<file path="src/busPkg.sv">
package busPkg;

   // Datapath word size
   localparam int dataWidth = 8;

   // Bus register file
   localparam int numRegs = 4;

   // Registers hardwired to the ALU operands
   localparam int regA = 0;  // Left operand, also the shift source
   localparam int regB = 1;  // Right operand

   // Bus source select
   localparam int srcWidth = 3;

   localparam logic [srcWidth-1:0] srcReg0  = 3'd0;
   localparam logic [srcWidth-1:0] srcReg1  = 3'd1;
   localparam logic [srcWidth-1:0] srcReg2  = 3'd2;
   localparam logic [srcWidth-1:0] srcReg3  = 3'd3;
   localparam logic [srcWidth-1:0] srcSum   = 3'd4;  // Adder/subtractor output
   localparam logic [srcWidth-1:0] srcShift = 3'd5;  // Right shifter output
   localparam logic [srcWidth-1:0] srcExt   = 3'd6;  // External data input

   // Nobody drives, bus reads zero
   localparam logic [srcWidth-1:0] srcNone  = 3'd7;

   // One assert line per real source, srcNone has none
   localparam int numSrc = 7;

endpackage

</file>
<file path="src/microDecoder.sv">
`timescale 1ns/1ps

module microDecoder import busPkg::*; (
   input  logic                clk,
   input  logic                rst,
   input  logic                opValid,
   input  logic [srcWidth-1:0] opSrc,
   input  logic [numRegs-1:0]  opLoad,
   input  logic [numRegs-1:0]  opInc,
   input  logic                opSubtract,
   input  logic                opTrigC,
   input  logic                opTrigS,
   input  logic                opEmit,
   output logic [numSrc-1:0]   assertEn,
   output logic [numRegs-1:0]  loadEn,
   output logic [numRegs-1:0]  incEn,
   output logic                doSubtract,
   output logic                triggerC,
   output logic                triggerS,
   output logic                emit
);

   logic [numSrc-1:0] srcOneHot;

   // Source code to one-hot assert line
   always_comb begin
      srcOneHot = '0;
      case (opSrc)
         srcReg0:  srcOneHot[srcReg0]  = 1'b1;
         srcReg1:  srcOneHot[srcReg1]  = 1'b1;
         srcReg2:  srcOneHot[srcReg2]  = 1'b1;
         srcReg3:  srcOneHot[srcReg3]  = 1'b1;
         srcSum:   srcOneHot[srcSum]   = 1'b1;
         srcShift: srcOneHot[srcShift] = 1'b1;
         srcExt:   srcOneHot[srcExt]   = 1'b1;
         srcNone:  srcOneHot           = '0;  // Bus left undriven
      endcase
   end

   // Strobes live for exactly one cycle after the op is sampled
   always_ff @(posedge clk) begin
      if (rst || !opValid) begin
         assertEn   <= '0;
         loadEn     <= '0;
         incEn      <= '0;
         doSubtract <= 1'b0;
         triggerC   <= 1'b0;
         triggerS   <= 1'b0;
         emit       <= 1'b0;
      end else begin
         assertEn   <= srcOneHot;
         loadEn     <= opLoad;
         incEn      <= opInc;
         doSubtract <= opSubtract;
         triggerC   <= opTrigC;
         triggerS   <= opTrigS;
         // Emit even with no source, read port then sees zero
         emit       <= opEmit;
      end
   end

endmodule

</file>
<file path="src/busRegister.sv">
`timescale 1ns/1ps

module busRegister import busPkg::*; (
   input  logic                 clk,
   input  logic                 rst,
   input  logic                 load,
   input  logic                 inc,
   input  logic [dataWidth-1:0] bus,
   output logic [dataWidth-1:0] value
);

   logic [dataWidth-1:0] valueNext;

   // Load has priority over increment
   always_comb begin
      valueNext = value;
      if (load) begin
         valueNext = bus;
      end else if (inc) begin
         valueNext = value + 1'b1;  // Wraps to zero from all ones
      end
   end

   always_ff @(posedge clk) begin
      if (rst) begin
         value <= '0;
      end else begin
         value <= valueNext;
      end
   end

endmodule

</file>
<file path="src/aluNet.sv">
`timescale 1ns/1ps

module aluNet import busPkg::*; (
   input  logic                 clk,
   input  logic                 rst,
   input  logic                 doSubtract,
   input  logic                 triggerC,
   input  logic                 triggerS,
   input  logic [dataWidth-1:0] areg,
   input  logic [dataWidth-1:0] breg,
   output logic [dataWidth-1:0] sum,
   output logic [dataWidth-1:0] shifted,
   output logic                 aIsZero,
   output logic                 flagCarry,
   output logic                 flagShift
);

   logic [dataWidth-1:0] other;     // B or its complement
   logic [dataWidth:0]   fullSum;   // Sum with carry out on top
   logic                 carryOut;

   // Subtract is A + ~B + 1
   assign other = breg ^ {dataWidth{doSubtract}};

   assign fullSum = {1'b0, areg} + {1'b0, other} + {{dataWidth{1'b0}}, doSubtract};

   assign sum      = fullSum[dataWidth-1:0];
   assign carryOut = fullSum[dataWidth];  // High means no borrow when subtracting

   // Rotate through the shift flag, old flag enters at the top
   assign shifted = {flagShift, areg[dataWidth-1:1]};

   assign aIsZero = ~|areg;

   // Carry flag
   always_ff @(posedge clk) begin
      if (rst) begin
         flagCarry <= 1'b0;
      end else if (triggerC) begin
         flagCarry <= carryOut;
      end
   end

   // Shift flag catches the bit falling out of A
   always_ff @(posedge clk) begin
      if (rst) begin
         flagShift <= 1'b0;
      end else if (triggerS) begin
         flagShift <= areg[0];
      end
   end

endmodule

</file>
<file path="src/busDriver.sv">
`timescale 1ns/1ps

module busDriver import busPkg::*; (
   input  logic                               clk,
   input  logic                               rst,
   input  logic [numSrc-1:0]                  assertEn,
   input  logic                               emit,
   input  logic [numRegs-1:0][dataWidth-1:0]  regValues,
   input  logic [dataWidth-1:0]               sum,
   input  logic [dataWidth-1:0]               shifted,
   input  logic [dataWidth-1:0]               extData,
   output logic [dataWidth-1:0]               bus,
   output logic [dataWidth-1:0]               readData,
   output logic                               readValid
);

   logic [dataWidth-1:0] extSampled;  // extData taken at the same edge as its op

   // External word travels with its micro-operation
   always_ff @(posedge clk) begin
      if (rst) begin
         extSampled <= '0;
      end else begin
         extSampled <= extData;
      end
   end

   // AND-OR mux over one-hot assert lines
   always_comb begin
      bus = '0;
      for (int i = 0; i < numRegs; i++) begin
         if (assertEn[int'(srcReg0) + i]) begin
            bus = bus | regValues[i];
         end
      end
      if (assertEn[srcSum]) begin
         bus = bus | sum;
      end
      if (assertEn[srcShift]) begin
         bus = bus | shifted;
      end
      if (assertEn[srcExt]) begin
         bus = bus | extSampled;
      end
   end

   // Captured word
   always_ff @(posedge clk) begin
      if (emit) begin
         readData <= bus;
      end
   end

   always_ff @(posedge clk) begin
      if (rst) begin
         readValid <= 1'b0;
      end else begin
         readValid <= emit;  // One cycle pulse per emit
      end
   end

endmodule

</file>
<file path="src/datapathTop.sv">
`timescale 1ns/1ps

module datapathTop import busPkg::*; (
   input  logic                 clk,
   input  logic                 rst,
   input  logic                 opValid,
   input  logic [srcWidth-1:0]  opSrc,
   input  logic [numRegs-1:0]   opLoad,
   input  logic [numRegs-1:0]   opInc,
   input  logic                 opSubtract,
   input  logic                 opTrigC,
   input  logic                 opTrigS,
   input  logic                 opEmit,
   input  logic [dataWidth-1:0] extData,
   output logic [dataWidth-1:0] readData,
   output logic                 readValid,
   output logic                 aIsZero,
   output logic                 flagCarry,
   output logic                 flagShift
);

   logic [numSrc-1:0]                 assertEn;
   logic [numRegs-1:0]                loadEn;
   logic [numRegs-1:0]                incEn;
   logic                              doSubtract;
   logic                              triggerC;
   logic                              triggerS;
   logic                              emit;
   logic [dataWidth-1:0]              bus;
   logic [dataWidth-1:0]              sum;
   logic [dataWidth-1:0]              shifted;
   logic [numRegs-1:0][dataWidth-1:0] regValues;

   microDecoder u_decoder (
      .clk(clk), .rst(rst), .opValid(opValid), .opSrc(opSrc),
      .opLoad(opLoad), .opInc(opInc), .opSubtract(opSubtract),
      .opTrigC(opTrigC), .opTrigS(opTrigS), .opEmit(opEmit),
      .assertEn(assertEn), .loadEn(loadEn), .incEn(incEn),
      .doSubtract(doSubtract), .triggerC(triggerC), .triggerS(triggerS), .emit(emit)
   );

   // Register file on the shared bus
   for (genvar i = 0; i < numRegs; i++) begin : genRegs
      busRegister u_reg (
         .clk(clk), .rst(rst), .load(loadEn[i]), .inc(incEn[i]),
         .bus(bus), .value(regValues[i])
      );
   end

   aluNet u_alu (
      .clk(clk), .rst(rst), .doSubtract(doSubtract),
      .triggerC(triggerC), .triggerS(triggerS),
      .areg(regValues[regA]), .breg(regValues[regB]),  // A and B feed the ALU directly
      .sum(sum), .shifted(shifted), .aIsZero(aIsZero),
      .flagCarry(flagCarry), .flagShift(flagShift)
   );

   busDriver u_busDriver (
      .clk(clk), .rst(rst), .assertEn(assertEn), .emit(emit),
      .regValues(regValues), .sum(sum), .shifted(shifted), .extData(extData),
      .bus(bus), .readData(readData), .readValid(readValid)
   );

endmodule

</file>
<file path="config.mk">
export PLATFORM = sky130hd
export DESIGN_NAME = datapathTop
export DESIGN_NICKNAME = d
export VERILOG_FILES = /design/src/busPkg.sv /design/src/microDecoder.sv /design/src/busRegister.sv /design/src/aluNet.sv /design/src/busDriver.sv /design/src/datapathTop.sv
export SDC_FILE = /design/constraint.sdc
export NUM_CORES = 1
export LEC_CHECK = 0
export ABC_AREA = 0
export CAP_MARGIN = 20
export CORE_MARGIN = 1.5
export CORE_UTILIZATION = 40
export CTS_CLUSTER_SIZE = 16
export DETAILED_ROUTE_END_ITERATION = 6
export DONT_BUFFER_PORTS = 1
export GPL_ROUTABILITY_DRIVEN = 0
export PLACE_DENSITY = 0.55
export SETUP_SLACK_MARGIN = 0.3
export SLEW_MARGIN = 25
export SYNTH_ARGS = -nofsm -noshare
export SYNTH_HDL_FRONTEND = slang
export SYNTH_SLANG_ARGS = --single-unit
export TNS_END_PERCENT = 20
</file>
<file path="constraint.sdc">
create_clock -name clk -period 2.42 [get_ports clk]
set_input_delay 0.363 -clock clk [delete_from_list [all_inputs] [get_ports clk]]
set_output_delay 0.363 -clock clk [all_outputs]
set_load 0.1 [all_outputs]
</file>
==> out/metrics.cfg <==
[setup_path]
critPathMaxStageDelay_ns = 0.46
path_cells = inv_2, ha_4, or4b_4, nor4_4, buf_6
critPathArrivalTime_ns = 1.85
crit_required_ns = 2.06
cp_num_buf_inv = 2
cp_top_family = simple AND/OR/NAND/NOR gates
cp_max_fo = 3
crit_type = reg2out
cp_slowest_cell = or4b_4
cp-end-kind = output port
cp-start-kind = flop

[grt]
grt_pass1_vias = 3141
antenna_found_initial = 0
grt_max_degree = 30
overflow = 0
grt_first_pass_wirelength_um = 17390
grt_usage_pct = 23.08

[finish]
syn_to_final_growth_pct = 20.75
antenna_cells = 0
fin_area_um2 = 4537
layout.cells.non_filler = 563
final_util_pct = 49.57
final_cell_mix = 55 x dfxtp_1, 45 x buf_4, 23 x a22oi_1
final_common_cell = dfxtp_1
nets = 487
drive_gt1_share_pct = 23.45

[status]
outcome = finished clean

[place]
placed_area_um2 = 4056
dp_hpwl_um = 7988
dp_slack_ns = -0.03494
placed_cells = 535
numPortBuffers = 0

[sta]
fin_setup_tns_ns = 0
drv_slew = 0
timing_hold_violations_final = 0
setup_viol = 0
worstMarginPinSlew_ns = 0.8985
maxSlewHeadroom_pct = 40.23
fin_crit_ns = 2.215
period_share_pct = 91.53
finClkSkew_ns = 0.01368
setup_ws_ns = 0.2050
fmax_ghz = 0.4515
rsz0062_at_grt = yes

[clock_network]
cts.path.max_buffers = 2
postCtsHoldBufs = 0
cts_tree = yes
clk_latency_ns = 0.35
clk_pin_slew_worst_paths_ns = 0.09
cts_buffers = 9
cts.htree.levels = 3
cts.root.buffer_cell = clkbuf_8
cts.sinks = 70

[power_and_ir_drop]
ir_drop_uv = 289.0
leakage_nw = 1.715
powerDensity_nw_per_um2 = 592.4

[die]
die_area_um2 = 9984
pin_count = 38
design.core.area_um2 = 9153
fp-row-count = 35
die_h_um = 99.92
die_x_um = 99.92
start_util_pct = 41.05

[synth]
ys_types = 52
syn_inst = 418
syn-cell-area_um2 = 3757
synth-edff-count = 8
yosysSeqAreaShare_pct = 39.43
synth_warnings = 0
synth_flop_cell = dfxtp_1
synth.avg_cell_area_um2 = 8.989
synth_nets = 458
synth-seq-cells = 70
async_flop_share_pct = 0

[job]
cap_viol_max_count = 0

[detailed_routing]
post_drt_wl_per_cell_um = 20.45
routed_wl_um = 11510
first_pass_iters = 5
vias_per_cell = 6.103
ant_nets = 0
drc = 0
dr_total_vias = 3436
drt_iter0_drc = 210

[hold_path]
min_path_type = in2reg

worst register-to-register path: cells and delay by family, from the launching register on:
family          cells  cell delay, ns
flops               1            0.38
fa+ha+maj           1            0.50
mux                 1            0.25
buf+inv             3            0.37
compound gates      2            0.34
simple gates        1            0.25
final cells by class:
| class | count | area [µm²] |
|---|---|---|
| Clock buffer | 9 | 123.9 |
| Multi-Input combinational cell | 299 | 2232 |
| Sequential cell | 70 | 1495 |
| Timing Repair Buffer | 51 | 414.1 |
| Tap cell | 111 | 138.9 |
| Clock inverter | 7 | 72.57 |
| Fill cell | 844 | 4616 |
| Inverter | 16 | 60.06 |
flip-flops by register name, indices dropped and copies added, names as in the netlist:
name	count
u_decoder.assertEn	7
genRegs.u_reg.value	32
u_decoder.loadEn	4
u_decoder.incEn	4
u_decoder.emit	1
u_busDriver.extSampled	8
u_busDriver.readData	8
u_alu.flagShift	1
u_alu.flagCarry	1
u_decoder.triggerS	1
u_decoder.triggerC	1
u_busDriver.readValid	1
u_decoder.doSubtract	1
metal layers:
metal  routed length, µm  vias up  track usage, %
li1                    -     1615               -
met1                5214     1636           31.45
met2                5195      162           34.59
met3                 827       23           6.058
met4                 277        0           9.751
met5                   0        -               0
cell usage after synthesis, types with 2 or more instances:
cell | n | area [µm²]
a21oi_1 | 16 | 80.08
o21ai_1 | 3 | 15.01
and2_1 | 12 | 75.07
a22oi_1 | 23 | 172.7
buf_2 | 10 | 50.05
o211a_1 | 2 | 20.02
inv_1 | 16 | 60.06
nor2b_1 | 14 | 87.58
edfxtp_1 | 8 | 240.2
mux2i_1 | 2 | 20.02
or4b_2 | 2 | 20.02
dfxtp_1 | 62 | 1241
ha_1 | 13 | 162.7
clkbuf_1 | 19 | 71.32
o21ai_0 | 13 | 65.06
xnor2_1 | 13 | 113.9
and3_1 | 2 | 12.51
a211o_1 | 2 | 17.52
nor4_1 | 2 | 12.51
a211oi_1 | 19 | 142.6
nor3_1 | 18 | 90.09
a311oi_1 | 4 | 35.03
buf_1 | 2 | 7.510
xor2_1 | 12 | 105.1
o2111ai_1 | 5 | 43.79
nor2_1 | 17 | 63.81
nand4_1 | 16 | 100.1
or3_1 | 2 | 12.51
a31oi_1 | 7 | 43.79
nand3_1 | 19 | 95.09
nand2_1 | 16 | 60.06
nor3b_1 | 2 | 15.01
o211ai_1 | 8 | 60.06
nand2b_1 | 9 | 56.30
or4b_1 | 3 | 30.03
o21a_1 | 9 | 67.56
kinds of logic (layout without fill, tap and decap cells):
| logic type | count (synthesis) | after routing | share of synthesized area, % |
|---|---|---|---|
| adder cells (fa/ha/maj) | 14 | 14 | 4.862 |
| XOR/XNOR | 25 | 25 | 5.828 |
| buffers and inverters | 49 | 83 | 5.528 |
| multiplexers | 3 | 3 | 1.132 |
| AO/OA/AOI/OAI | 119 | 119 | 22.51 |
| flip-flops | 70 | 70 | 39.43 |
| AND/OR/NAND/NOR | 138 | 138 | 20.71 |
power by group:
group	leakage (nW)	switching [W]	internal, W	total (W)
Sequential	0.584	0.0000722	0.00122	0.00129
Clock	0.0956	0.000494	0.000478	0.000972
Combinational	1.04	0.000250	0.000173	0.000423
Total	1.72	0.000816	0.00187	0.00269
final timing paths:
kind	start	cells past startpoint	endpoint	slack, ns
min reg2reg	u_decoder.triggerS	2	u_alu.flagShift	0.53
max reg2reg	u_decoder.doSubtract	8	genRegs[1].u_reg.value[1]	0.23
min	rst	1	genRegs[0].u_reg.value[0]	0.07
max	genRegs[0].u_reg.value[1]	5	aIsZero	0.20
through the flow:
stage | total power [W] | hold WS [ns]
after floorplan | 0.001572 | 0.4394
after global placement | 0.001675 | 0.4389
after detailed placement | 0.001677 | 0.4407
after CTS | 0.002640 | 0.05865
after global routing | 0.002778 | 0.06066
final | 0.002688 | 0.06590
timing repair:
action	in CTS	in global routing
buffers inserted	0	12
resized for setup	12	31
pin swaps	0	17
endpoints found under the setup margin	20	33
Note: power is estimated with default switching activity, not from simulation.
